===== config.mk =====
export PLATFORM = sky130hd
export DESIGN_NAME = memoryArbiter
export DESIGN_NICKNAME = d
export VERILOG_FILES = /design/src/logic/mixPkg.sv /design/src/logic/memoryArbiter.sv
export SDC_FILE = /design/constraint.sdc
export NUM_CORES = 1
export LEC_CHECK = 0
export ABC_AREA = 1
export BUFFER_PORTS_ARGS = -buffer_cell sky130_fd_sc_hd__buf_2
export CAP_MARGIN = 20
export CORE_AREA = 2 2 91 93
export DETAILED_ROUTE_END_ITERATION = 6
export DIE_AREA = 0 0 93 95
export HOLD_SLACK_MARGIN = 0.02
export SYNTH_ARGS = -nofsm -noshare
export SYNTH_HDL_FRONTEND = slang
export SYNTH_SLANG_ARGS = --single-unit

===== constraint.sdc =====
create_clock -name clk -period 2.1 [get_ports clk]
set_input_delay 0.42 -clock clk [delete_from_list [all_inputs] [get_ports clk]]
set_output_delay 0.42 -clock clk [all_outputs]
set_load 0.005 [all_outputs]

===== src/logic/mixPkg.sv =====
package mixPkg;

	// sign in bit 30, then bytes 1 to 5 from the top down
	typedef logic [30:0] mixWord;
	typedef logic [29:0] mixMag;
	typedef logic [11:0] mixAddr;

	localparam int MemWords = 4096;
	localparam int ByteBits = 6;

	// one block of the single I/O unit
	localparam int BlockWords = 4;

	// words loaded by the go button after reset
	localparam int BootWords = 64;

	// HLT shares opcode 5 with NUM and CHAR
	localparam logic [5:0] HltField = 6'd2;

	typedef enum logic [5:0] {
		NOP  = 6'd0,
		ADD  = 6'd1,
		SUB  = 6'd2,
		SPEC = 6'd5,
		LDA  = 6'd8,
		LDX  = 6'd15,
		STA  = 6'd24,
		STX  = 6'd31,
		JBUS = 6'd34,
		IOC  = 6'd35,
		IN   = 6'd36,
		OUT  = 6'd37,
		JRED = 6'd38,
		JMP  = 6'd39,
		ADRA = 6'd48,
		CMPA = 6'd56
	} mixOp;

	typedef enum logic [2:0] {
		CORE_IDLE,
		CORE_FETCH,
		CORE_DECODE,
		CORE_OPERAND,
		CORE_EXECUTE,
		CORE_WAITIO,
		CORE_HALTED
	} coreState;

	typedef enum logic [2:0] {
		CHAN_BOOT,
		CHAN_IDLE,
		CHAN_INBLOCK,
		CHAN_OUTREAD,
		CHAN_OUTSEND
	} chanState;

endpackage


===== src/logic/memoryArbiter.sv =====
`timescale 1ns/1ps

module memoryArbiter import mixPkg::*; (
	input logic clk,
	input logic reset,
	input logic coreReq,
	input logic coreWe,
	input mixAddr coreAddr,
	input mixWord coreWdata,
	output logic coreGrant,
	output logic coreRvalid,
	output mixWord coreRdata,
	input logic chanReq,
	input logic chanWe,
	input mixAddr chanAddr,
	input mixWord chanWdata,
	output logic chanGrant,
	output logic chanRvalid,
	output mixWord chanRdata,
	output logic memWe,
	output mixAddr memAddr,
	output mixWord memWdata,
	input mixWord memRdata
);
	// channel always wins, the core retries
	assign chanGrant = chanReq;
	assign coreGrant = coreReq & ~chanReq;

	assign memWe = chanGrant ? chanWe : (coreGrant & coreWe);
	assign memAddr = chanGrant ? chanAddr : coreAddr;
	assign memWdata = chanGrant ? chanWdata : coreWdata;

	// remember who read, the word comes back next cycle
	always_ff @(posedge clk) begin
		if (reset) begin
			coreRvalid <= 1'b0;
			chanRvalid <= 1'b0;
		end else begin
			coreRvalid <= coreGrant & ~coreWe;
			chanRvalid <= chanGrant & ~chanWe;
		end
	end

	assign coreRdata = coreRvalid ? memRdata : '0;
	assign chanRdata = chanRvalid ? memRdata : '0;

endmodule


==> flow_summary.yaml <==
timing:
  worst_pin_slew_ps: 311
  fmax_mhz: 647
  setup_viol: 0
  fin_crit_sh_pct: 73.6
  fin_ws_ps: 555
  min_period_ps: 1540
  holdWs_ps: 418
  finalHoldViolCount: 0
  drv_slew: 0
  maxSlewHeadroom_pct: 79.3
  rsz0062_at_grt: "false"
  setup_tns_ps: 0
floorplanning:
  die_w_um: 93
  dieArea_um2: 8840
  initial_core_util_pct: 14.9
  rows: 33
  core_um2: 7930
  io_pins: 233
  die_height_um: 95
pwr:
  switching_share_pct: 37.1
  p_comb_share_pct: 65.4
  powerDensity_nw_per_um2: 226
  seqPwrFrac_pct: 7.3
  p_int_mw: 0.344
  power_leakage_nw: 2.15
  clockPowerShare_pct: 27.3
  ir_drop_mv: 0.117
  switching_power_mw: 0.203
routing:
  drtIter0Drc: 27
  drcViolationCount: 0
  antenna_left: 0
  wl_um: 5490
  routedWlPerCell_um: 9.00
  dr.pass1.iters: 4
  via_per_inst: 3.78
  vias: 2308
place:
  portBuffers: 232
  place_congestion: 0.707
  dp_hpwl_um: 4820
  pre_cts_slack_ps: 549
yosys:
  yosysUniqueCellTypes: 10
  yosysWarnings: 0
  syn_avg_cell_area_um2: 4.18
  synthCells: 282
  syn_nets: 405
  yosys.area.top_type: "nand2_1"
  synth_top_area_share_pct: 62.0
  synth_seq_cells: 2
  ys_seq_area_share_pct: 3.39
  syn-cell-area_um2: 1180
  synth_area_leaders: "nand2_1 (62%), inv_1 (21%), buf_6 (5.7%), dfxtp_1 (3.4%), buf_2 (2.5%)"
global_route:
  antenna_found_initial: 0
  grt_usage_pct: 10.8
  grt_pass1_wl_um: 8060
  grtUsageMet2_pct: 20.7
  grt_pass1_vias: 1929
  grt_max_degree: 47
  grt_overflow: 0
  grt.busiest_layer: "met2"
  met3_usage_pct: 1.84
  grt_util_met1_pct: 12.5
setup_path:
  cp-endpoint: "memWdata[8]"
  cp.required_ps: 1680
  worstSetupPathType: "input port to output port"
  crit_cells: 5
  critPathLaunch: "chanReq"
  end_kind: "output port"
  critPathTopFamily: "buffers and inverters"
  max_stage_delay_ps: 260
  critPathSlowestCell: "buf_4"
  crit_path_cell_trace: "buf_2 -> buf_4 -> nand2_1 -> nand2_1 -> buf_2"
  worstPathMaxFanout: 23
  worstPathArrival_ps: 1120
  start_kind: "input port"
  path_buf_inv: 3
final_layout:
  drive_gt1_share_pct: 47.7
  final_cell_mix: "buf_2 (232), nand2_1 (195), inv_1 (65)"
  final_common_cell: "buf_2"
  fin_nets: 630
  syn2layout_area_growth_pct: 105
  nFillCells: 920
  insertedDiodeCount: 0
min_path:
  min_path_type: "input port to register"
clock_network:
  numCtsBuffers: 3
  hold_buffers: 0
  cts_setup_buffers: 0
  clockRootBuffer: "clkbuf_8"
  cts_tree: "done"
  ctsResizeCount: 0
  cts_sinks: 2
  cts.reportedPaths.clkPinSlew_ps: 30
  cts-htree-levels: 1
  cts_buffer_depth: 2
status:
  outcome: "finished, final reports clean"
run:
  timing.max_cap.violations: 0
[cells by family (layout without fill, tap and decap cells)]
kind of cell / Yosys count / after routing / synth area share [%]
DFF: 2 / 2 / 3.39
and+or+nand+nor: 198 / 198 / 64.2
buffers and inverters: 82 / 305 / 32.4
[synth_stat cells]
library cell,count
nand3_1,1
nor3_4,1
buf_4,4
dfxtp_1,2
nor2_1,1
buf_6,6
inv_1,65
buf_2,6
nand2_1,195
inv_8,1
[how the worst min path moves through the flow]
stage / start / end / slack (ps) / depth (start not counted)
6_report: reset / chanRvalid / 420 / 2
5_1_grt: reset / chanRvalid / 420 / 2
4_1_cts: reset / chanRvalid / 420 / 2
3_5_place_dp: reset / chanRvalid / 640 / 2
3_3_place_gp: reset / chanRvalid / 640 / 2
2_1_floorplan: chanWe / chanRvalid / 490 / 1
[per-layer routing]
layer  share of wire (%)  routed length (um)
met5                   0                   0
met4                0.47                  26
met3                  12                 653
met2                  49                2680
met1                  39                2140
[per-stage QoR]
step	power [mW]	instances	area, um^2	util (%)
4_1_cts	0.559	610	2420	30.5
6_report	0.547	610	2420	30.5
5_1_grt	0.609	610	2420	30.5
2_1_floorplan	0.188	282	1180	-
3_3_place_gp	0.399	607	2370	30.0
3_5_place_dp	0.403	607	2370	30.0
[state kept, by name, summed over array words and instances (netlist names)]
signal	count
chanRvalid	1
coreRvalid	1
[cell type report]
| cell class | instances | area [um^2] | share of cell area [%] |
|---|---|---|---|
| clock buffer | 3 | 41.3 | 1.71 |
| timing repair buffer | 236 | 1190 | 49.3 |
| sequential | 2 | 40.0 | 1.66 |
| tap | 105 | 131 | 5.44 |
| inverter | 66 | 255 | 10.6 |
| multi-input combinational | 198 | 757 | 31.3 |
[power by group through the flow]
| stage | clock [mW] | sequential (mW) | combinational (mW) |
|---|---|---|---|
| finish | 0.149 | 0.0399 | 0.358 |
| floorplan | 0 | 0.0413 | 0.147 |
| detailed placement | 0 | 0.0403 | 0.363 |
| CTS | 0.156 | 0.0399 | 0.364 |
| global placement | 0 | 0.0403 | 0.359 |
| global route | 0.161 | 0.0400 | 0.408 |
No activity file was read; power rests on OpenSTA's default activity.
