`src/logic/mixPkg.sv`:
```
package mixPkg;

	// sign in bit 30, then bytes 1 to 5 from the top down
	typedef logic [30:0] mixWord;
	typedef logic [29:0] mixMag;
	typedef logic [11:0] mixAddr;

	localparam int MemWords = 4096;
	localparam int ByteBits = 6;

	// one block of the single I/O unit
	localparam int BlockWords = 4;

	// words loaded by the go button after reset
	localparam int BootWords = 64;

	// HLT shares opcode 5 with NUM and CHAR
	localparam logic [5:0] HltField = 6'd2;

	typedef enum logic [5:0] {
		NOP  = 6'd0,
		ADD  = 6'd1,
		SUB  = 6'd2,
		SPEC = 6'd5,
		LDA  = 6'd8,
		LDX  = 6'd15,
		STA  = 6'd24,
		STX  = 6'd31,
		JBUS = 6'd34,
		IOC  = 6'd35,
		IN   = 6'd36,
		OUT  = 6'd37,
		JRED = 6'd38,
		JMP  = 6'd39,
		ADRA = 6'd48,
		CMPA = 6'd56
	} mixOp;

	typedef enum logic [2:0] {
		CORE_IDLE,
		CORE_FETCH,
		CORE_DECODE,
		CORE_OPERAND,
		CORE_EXECUTE,
		CORE_WAITIO,
		CORE_HALTED
	} coreState;

	typedef enum logic [2:0] {
		CHAN_BOOT,
		CHAN_IDLE,
		CHAN_INBLOCK,
		CHAN_OUTREAD,
		CHAN_OUTSEND
	} chanState;

endpackage

```
`src/logic/ioChannel.sv`:
```
`timescale 1ns/1ps

module ioChannel import mixPkg::*; (
	input logic clk,
	input logic reset,
	input mixWord inWord,
	input logic inValid,
	output logic inArmed,
	output mixWord outWord,
	output logic outValid,
	output logic chanReq,
	output logic chanWe,
	output mixAddr chanAddr,
	output mixWord chanWdata,
	input logic chanGrant,
	input logic chanRvalid,
	input mixWord chanRdata,
	input logic ioStart,
	input logic ioOut,
	input mixAddr ioAddr,
	output logic chanBusy,
	output logic go
);
	chanState state;
	logic [$clog2(BootWords)-1:0] count;
	mixAddr addrReg;
	logic pendWrite;
	mixWord pendWord;
	logic accept;
	logic lastWord;
	logic outReturn;

	assign inArmed = (state == CHAN_BOOT) || (state == CHAN_INBLOCK);
	assign accept = inValid && inArmed;
	assign outReturn = (state == CHAN_OUTSEND) && chanRvalid;

	// boot counts a whole image, IN and OUT count one block
	assign lastWord = (state == CHAN_BOOT)
		? (count == ($clog2(BootWords))'(BootWords - 1))
		: (count == ($clog2(BootWords))'(BlockWords - 1));

	// a word still waiting for its store keeps the unit busy
	assign chanBusy = (state == CHAN_INBLOCK) || (state == CHAN_OUTREAD)
		|| (state == CHAN_OUTSEND) || pendWrite;

	// the channel has priority, a store lands the cycle after acceptance
	assign chanReq = pendWrite || (state == CHAN_OUTREAD);
	assign chanWe = pendWrite;
	assign chanAddr = addrReg;
	assign chanWdata = pendWord;

	always_ff @(posedge clk) begin
		if (reset) begin
			state <= CHAN_BOOT;
			count <= '0;
			addrReg <= '0;
			pendWrite <= 1'b0;
			outValid <= 1'b0;
			go <= 1'b0;
		end else begin
			pendWrite <= accept;
			go <= accept && (state == CHAN_BOOT) && lastWord;
			outValid <= outReturn;
			if (pendWrite) begin
				addrReg <= addrReg + 1'b1;
			end
			case (state)
				CHAN_BOOT, CHAN_INBLOCK: begin
					if (accept) begin
						count <= count + 1'b1;
						if (lastWord) begin
							state <= CHAN_IDLE;
						end
					end
				end
				CHAN_IDLE: begin
					if (ioStart && !chanBusy) begin
						addrReg <= ioAddr;
						count <= '0;
						state <= ioOut ? CHAN_OUTREAD : CHAN_INBLOCK;
					end
				end
				CHAN_OUTREAD: begin
					if (chanGrant) begin
						state <= CHAN_OUTSEND;
					end
				end
				CHAN_OUTSEND: begin
					if (chanRvalid) begin
						addrReg <= addrReg + 1'b1;
						count <= count + 1'b1;
						state <= lastWord ? CHAN_IDLE : CHAN_OUTREAD;
					end
				end
				default: state <= CHAN_IDLE;
			endcase
		end
	end

	// data path
	always_ff @(posedge clk) begin
		if (accept) begin
			pendWord <= inWord;
		end
		if (outReturn) begin
			outWord <= chanRdata;
		end
	end

endmodule

```
`config.mk`:
```
export PLATFORM = sky130hd
export DESIGN_NAME = ioChannel
export DESIGN_NICKNAME = d
export VERILOG_FILES = /design/src/logic/mixPkg.sv /design/src/logic/ioChannel.sv
export SDC_FILE = /design/constraint.sdc
export NUM_CORES = 1
export LEC_CHECK = 0
export ABC_CLOCK_PERIOD_IN_PS = 2100
export BUFFER_PORTS_ARGS = -buffer_cell sky130_fd_sc_hd__buf_2
export CAP_MARGIN = 20
export CORE_MARGIN = 10
export CORE_UTILIZATION = 35
export CTS_CLUSTER_DIAMETER = 60
export DETAILED_ROUTE_END_ITERATION = 6
export PLACE_DENSITY_LB_ADDON = 0.12
export SYNTH_ARGS = -nofsm -noshare
export SYNTH_HDL_FRONTEND = slang
export SYNTH_SLANG_ARGS = --single-unit
```
`constraint.sdc`:
```
create_clock -name clk -period 2.1 [get_ports clk]
set_input_delay 0.42 -clock clk [delete_from_list [all_inputs] [get_ports clk]]
set_output_delay 0.42 -clock clk [all_outputs]
set_load 0.01 [all_outputs]
```
==> impl_metrics.ini <==
[worst_setup_path]
crit_slowest_cell = dfxtp_1
cp_num_cells = 4
path_class = flop to output pin
startpoint_type = flop
worst-path-buf-inv = 2
crit_family = flip-flops
r2r_cells = 3
crit_fanout = 9
path_cells = inv_1 > nor2_1 > a21o_1 > buf_2
slowest_delay_ns = 0.55
r2r-start = state[2]
cp_data_required_time_ns = 1.68
end_kind = output pin
arrival_ns = 1.55
cp-startpoint = state[1]

[floorplanning]
core.rowCount = 35
pin_count = 161
die_x_microns = 118
initial_core_util_pct = 36.0
die-area_sq_um = 13900
core-area_sq_um = 9280
die_h_microns = 118

[drt]
wl_microns = 9620
firstDrtPassIters = 4
antenna_left = 0
drc = 0
drt_iter0_drc = 155
wl_per_cell_microns = 17.6
vias = 2619
vias_per_cell = 4.79

[min_path]
hp-start = inWord[12]
hold_path_class = primary input to flop
holdPathStages = 1

[job]
maxCapViolations = 0

[timing]
period_needed_ns = 1.97
slew_violations = 0
finalSetupViolCount = 0
maxSlewHeadroom_pct = 69.6
fmax_ghz = 0.508
hold_violations = 0
rsz0062_at_grt = false
fin_tns_setup_ns = 0
finalCritPeriodShare_pct = 93.7
worst_clock_skew_ns = 0.00520
max_slew.worst_pin.slew_ns = 0.454

[finish]
final_cell_mix = 160 x buf_2, 62 x edfxtp_1, 26 x nor2_1, 23 x dfxtp_1, 11 x a21oi_1
n_antenna_cell = 0
final_common_cell = buf_2
final_core_utilization_pct = 49.0
nFillCells = 882
fin_nets = 496
syn_to_final_growth_pct = 36.2
layout-drive-gt1-share_pct = 46.4

[pwr]
irDropWorstVdd_uv = 385
power_uw = 3240
p_leak_uw = 0.00192
p_per_area_nw_per_um2 = 712

[logic_synthesis]
synthArstFlopShare_pct = 0
syn_inst = 244
synth-main-ff-cell = edfxtp_1
synth_top_area_cell = edfxtp_1
synth_area_leaders = edfxtp_1 56%, dfxtp_1 14%, nor2_1 2.9%
netlist_area_sq_um = 3340
synth-seq-cells = 86
synth_nets = 327
ys_types = 48
yosysTopAreaCellShare_pct = 55.7
ys_seq_area_share_pct = 70.1
synth-edff-count = 62
ys_warn_count = 0
synth_area_per_cell_sq_um = 13.7

[clocking]
cts_setup_buffers = 0
clkLatencyLatePin_ns = 0.34
cts_made_buffers = 9
cts_buffer_depth = 2
root_buffer = clkbuf_8
cts_hold_buffers = 0
htree_levels = 3
cts_tree = done
clock-sinks = 86
path_clk_slew_ns = 0.09

[placement]
place.gp.congestion = 0.805
io_buffer_count = 160
hpwl_microns = 7540

[run_status]
status = completed

[global_routing]
grt_pass1_vias = 2659
grt_overflow = 0
grt_max_degree = 32
antenna_found_initial = 0
grt_pass1_wl_microns = 15000
grt_use_total_pct = 13.4
==> where the power goes <==
group	switching, uW	leakage, uW	internal (uW)
combinational	112	0.00105	103
sequential	18.5	0.000777	1860
clock	591	0.0000933	557
==> through the flow <==
| stage | instance area (sq um) | std cells | hold WS (ns) | worst slack, ns |
|---|---|---|---|---|
| 2_1_floorplan | 3340 | 244 | 0.448 | 0.249 |
| 6_report | 4550 | 547 | 0.247 | 0.132 |
| 5_1_grt | 4550 | 547 | 0.209 | 0.0156 |
| 3_3_place_gp | 4360 | 531 | 0.456 | 0.278 |
| 3_5_place_dp | 4360 | 531 | 0.464 | 0.277 |
| 4_1_cts | 4550 | 547 | 0.226 | 0.0588 |
==> worst reg2reg max path, cell delays in order (launching register included) <==
cell and delay, ns:
dfxtp_1 0.57, nor4bb_4 0.45, buf_4 0.28, buf_12 0.20
==> layer usage <==
layer | vias up | wire length, microns | track usage (%)
li1 | 1265 | - | -
met4 | 0 | 64 | 3.25
met3 | 8 | 738 | 4.94
met2 | 124 | 4370 | 20.9
met5 | - | 0 | 0
met1 | 1222 | 4440 | 17.1
==> cells in the mapped netlist, drive strengths merged (2+ instances only) <==
cell and number:
a21o 3, a21oi 12, a222oi 3, a22oi 5, a31oi 2, a32oi 2, and2 4, and3 5
buf 8, clkbuf 3, dfxtp 24, edfxtp 62, ha 2, inv 6, mux2i 2, nand2 6
nand2b 2, nand3 6, nand3b 3, nand4 9, nor2 26, nor2b 2, nor3 3, nor4 2
o211ai 2, o21ai 9, o21bai 3, or2 2, xnor2 5, xor2 9
==> registers in the layout (all words and copies together) (netlist names) <==
name / count
chanWdata: 31
outWord: 31
chanAddr: 12
count: 6
state: 3
chanWe: 1
go: 1
outValid: 1
==> what timing repair did <==
item                                    4_1_cts  5_1_grt
endpoints found under the setup margin        0        1
resized for setup                             0        1
hold endpoints to repair                      0        0
==> worst paths after layout <==
check                                      to  slack (ns)
worst max-delay path                  chanReq        0.13
worst min-delay path            chanWdata[12]        0.25
worst max register to register    outWord[16]        0.30
worst min register to register       count[1]        0.48
==> cells by family after synthesis <==
logic type | Yosys count | synth area share (%)
flops | 86 | 70.1
mux | 2 | 0.599
xor+xnor | 14 | 3.67
fa+ha+maj | 2 | 0.749
simple gates | 73 | 11.6
compound gates | 50 | 10.9
buf+inv | 17 | 2.36
==> cell type report <==
class                           instances  area [sq um]  area share (%)
Clock inverter                          6          67.6            1.48
Sequential cell                        86          2340            51.5
Clock buffer                           10           128            2.80
Tap cell                              129           161            3.55
Inverter                                6          22.5           0.495
Timing Repair Buffer                  169           893            19.6
Multi-Input combinational cell        141           936            20.6
Note: power is estimated with default switching activity, not from simulation.
